--- src/rtl/vec_types_pkg.sv ---
/*
  Element, vector-length and instruction-field types for the vector decode stage.
  vl never exceeds VLMAX, because lmul grouping is not supported.
  vtype sew codes above SEW32 are treated as SEW32.
*/
package vec_types_pkg;

  localparam int VLMAX    = 16;
  localparam int OFFSET_W = 5;
  localparam int XLEN     = 32;

  localparam logic [6:0] OPCODE_OPV = 7'b1010111;

  // funct6 encodings of the supported ops
  localparam logic [5:0] F6_VADD        = 6'b000000;
  localparam logic [5:0] F6_VSUB        = 6'b000010;
  localparam logic [5:0] F6_VRGATHER    = 6'b001100;
  localparam logic [5:0] F6_VSLIDE1UP   = 6'b001110;
  localparam logic [5:0] F6_VSLIDE1DOWN = 6'b001111;
  localparam logic [5:0] F6_VNSRL       = 6'b101100;
  localparam logic [5:0] F6_VWADDU      = 6'b110000;

  typedef logic [OFFSET_W-1:0] offset_t;
  typedef logic [XLEN-1:0]     xword_t;
  typedef logic [4:0]          vreg_t;

  typedef enum logic [1:0] {SEW8 = 2'd0, SEW16 = 2'd1, SEW32 = 2'd2} sew_t;

  typedef enum logic [3:0] {
    VALU_NOP, VALU_ADD, VALU_SUB, VALU_WADDU, VALU_NSRL,
    VALU_SLIDE1UP, VALU_SLIDE1DOWN, VALU_RGATHER
  } valu_op_t;

  // funct3 forms of the OP-V major opcode
  typedef enum logic [2:0] {
    OPIVV = 3'b000, OPMVV = 3'b010, OPIVI = 3'b011, OPIVX = 3'b100, OPMVX = 3'b110
  } opv_fmt_t;

  typedef enum logic [1:0] {VS2_SRC_NORMAL, VS2_SRC_IDX_PLUS_1, VS2_SRC_VS1} vs2_src_t;
  typedef enum logic {VD_SRC_NORMAL, VD_SRC_IDX_PLUS_1} vd_src_t;

  typedef struct packed {
    logic [5:0] funct6;
    logic       vm;
    vreg_t      vs2;
    vreg_t      vs1;
    logic [2:0] funct3;
    vreg_t      vd;
    logic [6:0] opcode;
  } opv_instr_t;

  typedef struct packed {
    offset_t    vl;
    logic [7:0] vtype;
  } csr_state_t;

  function automatic sew_t vtype_sew(input logic [7:0] vtype);
    case (vtype[5:3])
      3'd0:    return SEW8;
      3'd1:    return SEW16;
      default: return SEW32;
    endcase
  endfunction

endpackage

--- src/rtl/vdecode_pkg.sv ---
/*
  Structs carried between the decode modules and on the stage ports.
  Register file request and response cover two lanes per cycle.
*/
package vdecode_pkg;

  import vec_types_pkg::*;

  // decoded instruction, held for the whole walk
  typedef struct packed {
    valu_op_t aluop;
    vreg_t    vs1;
    vreg_t    vs2;
    vreg_t    vd;
    logic     vm;
    vs2_src_t vs2_src;
    vd_src_t  vd_src;
    logic     widen;
    logic     narrow;
    xword_t   scalar;
  } vctrl_t;

  typedef struct packed {
    vreg_t   vs1;
    vreg_t   vs2;
    vreg_t   vd;
    offset_t vs1_offset;
    offset_t vs2_offset;
    offset_t vd_offset;
    sew_t    sew;
    sew_t    vs2_sew;
  } rf_req_t;

  // index 0 is lane 0
  typedef struct packed {
    xword_t [1:0] vs1_data;
    xword_t [1:0] vs2_data;
    xword_t [1:0] vs3_data;
    logic   [1:0] v0_mask;
  } rf_rsp_t;

  typedef struct packed {
    logic     valid;
    valu_op_t aluop;
    vreg_t    vd;
    sew_t     eew;
    sew_t     sew;
    offset_t  woffset0;
    offset_t  woffset1;
    logic [1:0] wen;
    xword_t   vs1_lane0;
    xword_t   vs1_lane1;
    xword_t   vs2_lane0;
    xword_t   vs2_lane1;
    xword_t   vs3_lane0;
    xword_t   vs3_lane1;
    xword_t   scalar;
    offset_t  vs2_offset0;
    offset_t  vs2_offset1;
  } de_uop_t;

endpackage

--- src/rtl/vctrl_decode.sv ---
/*
  Captures instr, xs1 and csr on accept and decodes the held instruction.
  vsub has no immediate form and vrgather is decoded for .vv only.
  Anything else, including a non OP-V opcode, decodes to VALU_NOP.
*/
module vctrl_decode (
  input  logic                      CLK,
  input  logic                      nRST,
  input  logic                      accept,
  input  vec_types_pkg::xword_t     instr,
  input  vec_types_pkg::xword_t     xs1,
  input  vec_types_pkg::csr_state_t csr,
  output vdecode_pkg::vctrl_t       ctrl,
  output vec_types_pkg::csr_state_t csr_q
);
  import vec_types_pkg::*;
  import vdecode_pkg::*;

  opv_instr_t instr_q;
  xword_t     xs1_q;
  opv_fmt_t   fmt;
  valu_op_t   aluop;
  logic       scalar_x;
  logic       imm_signed;
  xword_t     imm_ext;

  always_ff @(posedge CLK or negedge nRST) begin
    if (!nRST) begin
      instr_q <= '0;
      xs1_q   <= '0;
      csr_q   <= '0;
    end else if (accept) begin
      instr_q <= opv_instr_t'(instr);
      xs1_q   <= xs1;
      csr_q   <= csr;
    end
  end

  assign fmt = opv_fmt_t'(instr_q.funct3);

  always_comb begin
    aluop = VALU_NOP;
    if (instr_q.opcode == OPCODE_OPV) begin
      case (fmt)
        OPIVV, OPIVX, OPIVI: begin
          case (instr_q.funct6)
            F6_VADD:     aluop = VALU_ADD;
            F6_VSUB:     aluop = (fmt != OPIVI) ? VALU_SUB : VALU_NOP;
            F6_VNSRL:    aluop = VALU_NSRL;
            F6_VRGATHER: aluop = (fmt == OPIVV) ? VALU_RGATHER : VALU_NOP;
            default:     aluop = VALU_NOP;
          endcase
        end
        OPMVV, OPMVX: begin
          case (instr_q.funct6)
            F6_VWADDU:      aluop = VALU_WADDU;
            F6_VSLIDE1UP:   aluop = (fmt == OPMVX) ? VALU_SLIDE1UP : VALU_NOP;
            F6_VSLIDE1DOWN: aluop = (fmt == OPMVX) ? VALU_SLIDE1DOWN : VALU_NOP;
            default:        aluop = VALU_NOP;
          endcase
        end
        default: aluop = VALU_NOP;
      endcase
    end
  end

  // imm5 sits in the vs1 field
  assign scalar_x   = (fmt == OPIVX) || (fmt == OPMVX);
  assign imm_signed = (aluop == VALU_ADD) || (aluop == VALU_SUB);
  assign imm_ext    = imm_signed ? {{27{instr_q.vs1[4]}}, instr_q.vs1}
                                 : {27'd0, instr_q.vs1};

  always_comb begin
    ctrl.aluop   = aluop;
    ctrl.vs1     = instr_q.vs1;
    ctrl.vs2     = instr_q.vs2;
    ctrl.vd      = instr_q.vd;
    ctrl.vm      = instr_q.vm;
    ctrl.vs2_src = VS2_SRC_NORMAL;
    ctrl.vd_src  = VD_SRC_NORMAL;
    ctrl.widen   = (aluop == VALU_WADDU);
    ctrl.narrow  = (aluop == VALU_NSRL);
    ctrl.scalar  = scalar_x ? xs1_q : imm_ext;
    case (aluop)
      VALU_SLIDE1DOWN: ctrl.vs2_src = VS2_SRC_IDX_PLUS_1;
      VALU_RGATHER:    ctrl.vs2_src = VS2_SRC_VS1;
      VALU_SLIDE1UP:   ctrl.vd_src  = VD_SRC_IDX_PLUS_1;
      default:         ctrl.vs2_src = VS2_SRC_NORMAL;
    endcase
  end

endmodule

--- src/rtl/element_counter.sv ---
/*
  Acceptance, busy flag and the two-element offset walk.
  A walk of vl elements takes ceil(vl/2) cycles, and one cycle when vl is 0.
  Flush abandons the walk and wins over stall.
*/
module element_counter (
  input  logic                   CLK,
  input  logic                   nRST,
  input  logic                   instr_valid,
  input  logic                   stall,
  input  logic                   flush,
  input  vec_types_pkg::offset_t vl,
  output logic                   accept,
  output logic                   busy,
  output vec_types_pkg::offset_t offset,
  output logic                   last
);
  import vec_types_pkg::*;

  // one extra bit so the compare against vl cannot wrap
  logic [OFFSET_W:0] pair_end;

  assign accept   = instr_valid && !busy && !stall && !flush;
  assign pair_end = {1'b0, offset} + (OFFSET_W + 1)'(2);
  assign last     = pair_end >= {1'b0, vl};

  always_ff @(posedge CLK or negedge nRST) begin
    if (!nRST) begin
      busy   <= 1'b0;
      offset <= '0;
    end else if (flush) begin
      busy <= 1'b0;
    end else if (accept) begin
      busy   <= 1'b1;
      offset <= '0;
    end else if (busy && !stall) begin
      offset <= pair_end[OFFSET_W-1:0];
      // the pair being consumed now is the final one
      if (last) begin
        busy <= 1'b0;
      end
    end
  end

endmodule

--- src/rtl/operand_offset_gen.sv ---
/*
  Per-lane source and destination offsets and the register file read request.
  The request carries lane 0 offsets; the register file returns two lanes.
  rgather takes its vs2 offsets from the low bits of the vs1 data.
*/
module operand_offset_gen (
  input  vdecode_pkg::vctrl_t       ctrl,
  input  vec_types_pkg::csr_state_t csr,
  input  vec_types_pkg::offset_t    offset,
  input  vdecode_pkg::rf_rsp_t      rf_rsp,
  output vdecode_pkg::rf_req_t      rf_req,
  output vec_types_pkg::offset_t    vs2_offset0,
  output vec_types_pkg::offset_t    vs2_offset1,
  output vec_types_pkg::offset_t    woffset0,
  output vec_types_pkg::offset_t    woffset1
);
  import vec_types_pkg::*;
  import vdecode_pkg::*;

  sew_t    sew;
  sew_t    vs2_sew;
  offset_t offset_p1;
  offset_t offset_p2;

  assign offset_p1 = offset + offset_t'(1);
  assign offset_p2 = offset + offset_t'(2);
  assign sew       = vtype_sew(csr.vtype);

  always_comb begin
    case (ctrl.vs2_src)
      VS2_SRC_IDX_PLUS_1: begin
        vs2_offset0 = offset_p1;
        vs2_offset1 = offset_p2;
      end
      VS2_SRC_VS1: begin
        vs2_offset0 = rf_rsp.vs1_data[0][OFFSET_W-1:0];
        vs2_offset1 = rf_rsp.vs1_data[1][OFFSET_W-1:0];
      end
      default: begin
        vs2_offset0 = offset;
        vs2_offset1 = offset_p1;
      end
    endcase
  end

  // slide1up writes one element above the source
  assign woffset0 = (ctrl.vd_src == VD_SRC_IDX_PLUS_1) ? offset_p1 : offset;
  assign woffset1 = (ctrl.vd_src == VD_SRC_IDX_PLUS_1) ? offset_p2 : offset_p1;

  // narrowing reads vs2 at twice the element width
  always_comb begin
    vs2_sew = sew;
    if (ctrl.narrow) begin
      case (sew)
        SEW8:    vs2_sew = SEW16;
        default: vs2_sew = SEW32;
      endcase
    end
  end

  assign rf_req.vs1        = ctrl.vs1;
  assign rf_req.vs2        = ctrl.vs2;
  assign rf_req.vd         = ctrl.vd;
  assign rf_req.vs1_offset = offset;
  assign rf_req.vs2_offset = vs2_offset0;
  assign rf_req.vd_offset  = woffset0;
  assign rf_req.sew        = sew;
  assign rf_req.vs2_sew    = vs2_sew;

endmodule

--- src/rtl/de_pipe_reg.sv ---
/*
  Lane patching, write enables, eew and the decode-to-execute register.
  Stall holds the whole micro-op; flush zeroes it at the next edge.
  The slide1down scalar lands on the element whose source index is vl.
*/
module de_pipe_reg (
  input  logic                      CLK,
  input  logic                      nRST,
  input  logic                      stall,
  input  logic                      flush,
  input  logic                      busy,
  input  vdecode_pkg::vctrl_t       ctrl,
  input  vec_types_pkg::csr_state_t csr,
  input  vec_types_pkg::offset_t    offset,
  input  vec_types_pkg::offset_t    vs2_offset0,
  input  vec_types_pkg::offset_t    vs2_offset1,
  input  vec_types_pkg::offset_t    woffset0,
  input  vec_types_pkg::offset_t    woffset1,
  input  vdecode_pkg::rf_rsp_t      rf_rsp,
  output vdecode_pkg::de_uop_t      uop
);
  import vec_types_pkg::*;
  import vdecode_pkg::*;

  sew_t              sew;
  sew_t              eew;
  logic              advance;
  logic              slide_down;
  logic [OFFSET_W:0] vl_ext;
  logic [1:0]        scalar_hit;
  logic [1:0]        wen;
  xword_t            vs2_lane0;
  xword_t            vs2_lane1;

  function automatic xword_t patch_vs2(input xword_t data, input logic narrow,
                                       input sew_t s, input logic hit, input xword_t scalar);
    if (narrow && s == SEW32) begin
      return {16'd0, data[15:0]};
    end else if (narrow && s == SEW16) begin
      return {24'd0, data[7:0]};
    end else if (hit) begin
      return scalar;
    end
    return data;
  endfunction

  function automatic logic lane_wen(input valu_op_t op, input offset_t woff,
                                    input offset_t vl, input logic vm, input logic mask);
    return (op != VALU_NOP) && (woff < vl) && (vm || mask);
  endfunction

  assign sew     = vtype_sew(csr.vtype);
  assign advance = busy && !stall;

  always_comb begin
    eew = sew;
    if (ctrl.widen) begin
      eew = (sew == SEW8) ? SEW16 : SEW32;
    end else if (ctrl.narrow) begin
      eew = (sew == SEW32) ? SEW16 : SEW8;
    end
  end

  // lane i reads source element offset+i+1, so it carries the scalar when that index is vl
  assign slide_down    = (ctrl.aluop == VALU_SLIDE1DOWN);
  assign vl_ext        = {1'b0, csr.vl};
  assign scalar_hit[0] = slide_down && ({1'b0, offset} + 6'd1 == vl_ext);
  assign scalar_hit[1] = slide_down && ({1'b0, offset} + 6'd2 == vl_ext);

  assign vs2_lane0 = patch_vs2(rf_rsp.vs2_data[0], ctrl.narrow, sew, scalar_hit[0], ctrl.scalar);
  assign vs2_lane1 = patch_vs2(rf_rsp.vs2_data[1], ctrl.narrow, sew, scalar_hit[1], ctrl.scalar);

  assign wen[0] = lane_wen(ctrl.aluop, woffset0, csr.vl, ctrl.vm, rf_rsp.v0_mask[0]);
  assign wen[1] = lane_wen(ctrl.aluop, woffset1, csr.vl, ctrl.vm, rf_rsp.v0_mask[1]);

  always_ff @(posedge CLK or negedge nRST) begin
    if (!nRST) begin
      uop <= '0;
    end else if (flush) begin
      uop <= '0;
    end else if (advance) begin
      uop.valid       <= 1'b1;
      uop.aluop       <= ctrl.aluop;
      uop.vd          <= ctrl.vd;
      uop.eew         <= eew;
      uop.sew         <= sew;
      uop.woffset0    <= woffset0;
      uop.woffset1    <= woffset1;
      uop.wen         <= wen;
      uop.vs1_lane0   <= rf_rsp.vs1_data[0];
      uop.vs1_lane1   <= rf_rsp.vs1_data[1];
      uop.vs2_lane0   <= vs2_lane0;
      uop.vs2_lane1   <= vs2_lane1;
      uop.vs3_lane0   <= rf_rsp.vs3_data[0];
      uop.vs3_lane1   <= rf_rsp.vs3_data[1];
      uop.scalar      <= ctrl.scalar;
      uop.vs2_offset0 <= vs2_offset0;
      uop.vs2_offset1 <= vs2_offset1;
    end else if (!stall) begin
      // bubble between instructions
      uop.valid <= 1'b0;
      uop.wen   <= '0;
    end
  end

endmodule

--- src/rtl/vdecode_stage.sv ---
/*
  Vector decode stage top level, two elements per cycle.
  The register file sits outside and answers rf_req in the same cycle.
*/
module vdecode_stage (
  input  logic                      CLK,
  input  logic                      nRST,
  input  vec_types_pkg::xword_t     instr,
  input  logic                      instr_valid,
  input  vec_types_pkg::xword_t     xs1,
  input  vec_types_pkg::csr_state_t csr,
  input  logic                      stall,
  input  logic                      flush,
  input  vdecode_pkg::rf_rsp_t      rf_rsp,
  output logic                      busy,
  output vdecode_pkg::rf_req_t      rf_req,
  output vdecode_pkg::de_uop_t      uop
);
  import vec_types_pkg::*;
  import vdecode_pkg::*;

  logic       accept;
  offset_t    offset;
  offset_t    vs2_offset0, vs2_offset1, woffset0, woffset1;
  vctrl_t     ctrl;
  csr_state_t csr_q;

  // last only steers busy inside the counter
  element_counter u_counter (
    .CLK, .nRST, .instr_valid, .stall, .flush, .vl(csr_q.vl),
    .accept, .busy, .offset, .last()
  );

  vctrl_decode u_ctrl (
    .CLK, .nRST, .accept, .instr, .xs1, .csr, .ctrl, .csr_q
  );

  operand_offset_gen u_offsets (
    .ctrl, .csr(csr_q), .offset, .rf_rsp, .rf_req,
    .vs2_offset0, .vs2_offset1, .woffset0, .woffset1
  );

  de_pipe_reg u_pipe (
    .CLK, .nRST, .stall, .flush, .busy, .ctrl, .csr(csr_q), .offset,
    .vs2_offset0, .vs2_offset1, .woffset0, .woffset1, .rf_rsp, .uop
  );

endmodule

--- config.mk ---
export PLATFORM = sky130hd
export DESIGN_NAME = vdecode_stage
export DESIGN_NICKNAME = d
export VERILOG_FILES = /design/src/rtl/vec_types_pkg.sv /design/src/rtl/vdecode_pkg.sv /design/src/rtl/vctrl_decode.sv /design/src/rtl/element_counter.sv /design/src/rtl/operand_offset_gen.sv /design/src/rtl/de_pipe_reg.sv /design/src/rtl/vdecode_stage.sv
export SDC_FILE = /design/constraint.sdc
export NUM_CORES = 1
export LEC_CHECK = 0
export BUFFER_PORTS_ARGS = -buffer_cell sky130_fd_sc_hd__buf_4
export CORE_AREA = 3 3 224 226
export DETAILED_ROUTE_END_ITERATION = 12
export DIE_AREA = 0 0 227 229
export GPL_TIMING_DRIVEN = 1
export SYNTH_ARGS = -nofsm -noshare
export SYNTH_HDL_FRONTEND = slang
export SYNTH_HIERARCHICAL = 1
export SYNTH_SLANG_ARGS = --single-unit
export TNS_END_PERCENT = 50
--- constraint.sdc ---
create_clock -name CLK -period 3 [get_ports CLK]
set_input_delay 0.15 -clock CLK [delete_from_list [all_inputs] [get_ports CLK]]
set_output_delay 0.15 -clock CLK [all_outputs]
set_load 0.005 [all_outputs]
==> flow_metrics.tcl <==
set metrics [dict create \
    whs_ns 0.0412 \
    die_h_microns 229 \
    sequentialPowerShare_pct 37.8 \
    crit_path_top_delay_cell "dfrtp_2" \
    clockBufferDepth 3 \
    grt_max_degree 125 \
    vias 14000 \
    die_area_sq_um 52000 \
    syn_area_per_cell_sq_um 11.5 \
    syn_nets 1600 \
    top_layer "met4" \
    first_global_vias 14900 \
    wl_per_cell_microns 20.7 \
    clkPwrFrac_pct 32.7 \
    htreeDepth 2 \
    start_util_pct 30.9 \
    clk-insertion-delay-late_ns 0.56 \
    final.fill_count 4181 \
    wl_met1_microns 23400 \
    fin_crit_ns 3.41 \
    relSlewSlack_pct 52.9 \
    placed_cells 2435 \
    rrSetupSlack_ns -0.14 \
    hold_path_class "in -> reg" \
    p_leak_nw 12.0 \
    antenna_found_initial 1 \
    holdPathStages 4 \
    area_growth_pct 64.1 \
    viasPerCell 5.01 \
    numCtsBuffers 39 \
    place_area_sq_um 20100 \
    r2r_end "u_pipe/uop[235]" \
    fmax_mhz 293 \
    synthesis.area_sq_um 15000 \
    drt_iter0_drc 760 \
    grt_pass1_wl_microns 87700 \
    rsz0062_at_grt "true" \
    hold_violations 0 \
    power_density_nw_per_um2 628 \
    drt-total-wl_microns 57800 \
    clk_pin_slew_worst_paths_ns 0.06 \
    final_area_sq_um 24600 \
    crit_chain "buf_4 > nor3_4 > a21oi_4 > or3_4 > o21a_1 > nor2_2 > buf_6 > ha_4 > buf_8 > a21oi_2 > o31ai_2 > buf_4 > buf_6" \
    status "finished with violations" \
    met2WireLength_microns 27600 \
    wl_met3_microns 4650 \
    worst_pin_slew_ns 0.707 \
    violations "negative setup slack" \
    fin_total_pwr_mw 15.5 \
    core_sq_um 48500 \
    p_sw_mw 4.72 \
    yosysWarnings 6 \
    final_nets 2439 \
    setup_viol 9 \
    whs_endpoint "u_counter/busy" \
    worst-path-buf-inv 5 \
    reg2reg_from "u_ctrl/instr_q[28]" \
    cp-start-kind "flip-flop" \
    finalClockSkew_ns 0.0238 \
    path_delay_family "simple AND/OR/NAND/NOR gates" \
    cp-end-kind "primary output" \
    drtAntennaViolNets 0 \
    pin_count 571 \
    ir_worst_vdd_mv 0.468 \
    dp.final_hpwl_microns 39600 \
    post-route-period-util_pct 114 \
    cts_sinks 337 \
    fin_cells 2795 \
    r2r_cells 15 \
    slowest_delay_ns 0.43 \
    fp.dieW_microns 227 \
    cts-root-buf "clkbuf_16" \
    synth_cells 1305 \
    grt_overflow 0 \
    grt_usage_pct 21.5 \
    worstPathRequired_ns 2.85 \
    p_int_mw 10.7 \
    final_common_cell "buf_4" \
    drt_pass1_iterations 6 \
    critPathKind "reg -> out" \
    numPortBuffers 564 \
    layout-drive-gt1-share_pct 40.2 \
    finalMaxSlewViolations 0 \
    cap_viol_max_count 0 \
    combPwrFrac_pct 29.5 \
    place_ws_ns -0.164 \
    crit_arrival_ns 3.26 \
    rows 81 \
    hold_start "stall" \
    p_sw_share_pct 30.5 \
    cts_tree "yes" \
    layout_common_cells "buf_4, dfrtp_1, dlygate4sd3_1" \
    worst_slack_ns -0.412 \
    gp_congestion 0.864 \
    cp_max_fo 10 \
    drc 0 \
]
## layer usage
metal,vias to the layer above,track usage (%)
li1,6383,-
met1,6939,26.4
met2,540,35.6
met3,133,6.50
met4,0,7.75
met5,-,0
## power groups by stage
stage	clock (mW)	sequential, mW	combinational [mW]
after floorplan	0	5.79	2.25
after global placement	0	5.87	3.92
after detailed placement	0	5.89	3.98
after CTS	5.18	5.83	4.52
after global routing	5.37	5.95	4.96
final	5.06	5.84	4.56
## sequential cells by signal (all words and copies together), names as in the netlist
signal,count
u_pipe/uop,260
u_ctrl/xs1_q,32
u_ctrl/ctrl,16
u_ctrl/instr_q,13
u_ctrl/csr_q,8
u_counter/offset,4
u_ctrl/fmt,3
u_counter/busy,1
## tightest hold or removal path: cells and delay by family
family	cells	cell delay [ns]
buffers and inverters	1	0.13
and+or+nand+nor	1	0.06
AOI/OAI and AO/OA	2	0.22
## worst max-delay path by stage
| stage | startpoint | to | cells past startpoint |
|---|---|---|---|
| after floorplan | u_ctrl/fmt[0] | u_pipe/uop[235] | 13 |
| after global placement | u_ctrl/fmt[0] | u_pipe/uop[165] | 14 |
| after detailed placement | u_ctrl/fmt[0] | u_pipe/uop[148] | 14 |
| after CTS | u_ctrl/fmt[0] | rf_req[13] | 15 |
| after global routing | u_ctrl/fmt[0] | rf_req[13] | 15 |
| final | u_ctrl/fmt[1] | rf_req[13] | 13 |
## timing repair
item / in CTS / in global routing
setup endpoints to repair: 75 / 83
hold buffers: 268 / 0
pin swaps: 15 / 7
resized for setup: 52 / 27
buffers inserted: 20 / 6
endpoints found under the hold margin: 342 / 0
## layout make-up
cell class	instances	area [sq um]	area share, %
Timing Repair Buffer	941	7950	32.3
Inverter	22	87.6	0.356
Clock buffer	58	1170	4.75
Clock inverter	10	178	0.722
Antenna cell	2	5.00	0.0203
Sequential cell	337	8430	34.3
Multi-Input combinational cell	803	6020	24.4
Tap cell	622	778	3.16
## stage by stage
step / utilization (%) / TNS, ns
finish: 50.7 / -2.05
global route: 50.7 / -8.73
CTS: 50.5 / -3.63
detailed placement: 41.4 / -4.89
global placement: 41.4 / -2.28
floorplan: - / 0
Note: power is estimated with default switching activity, not from simulation.
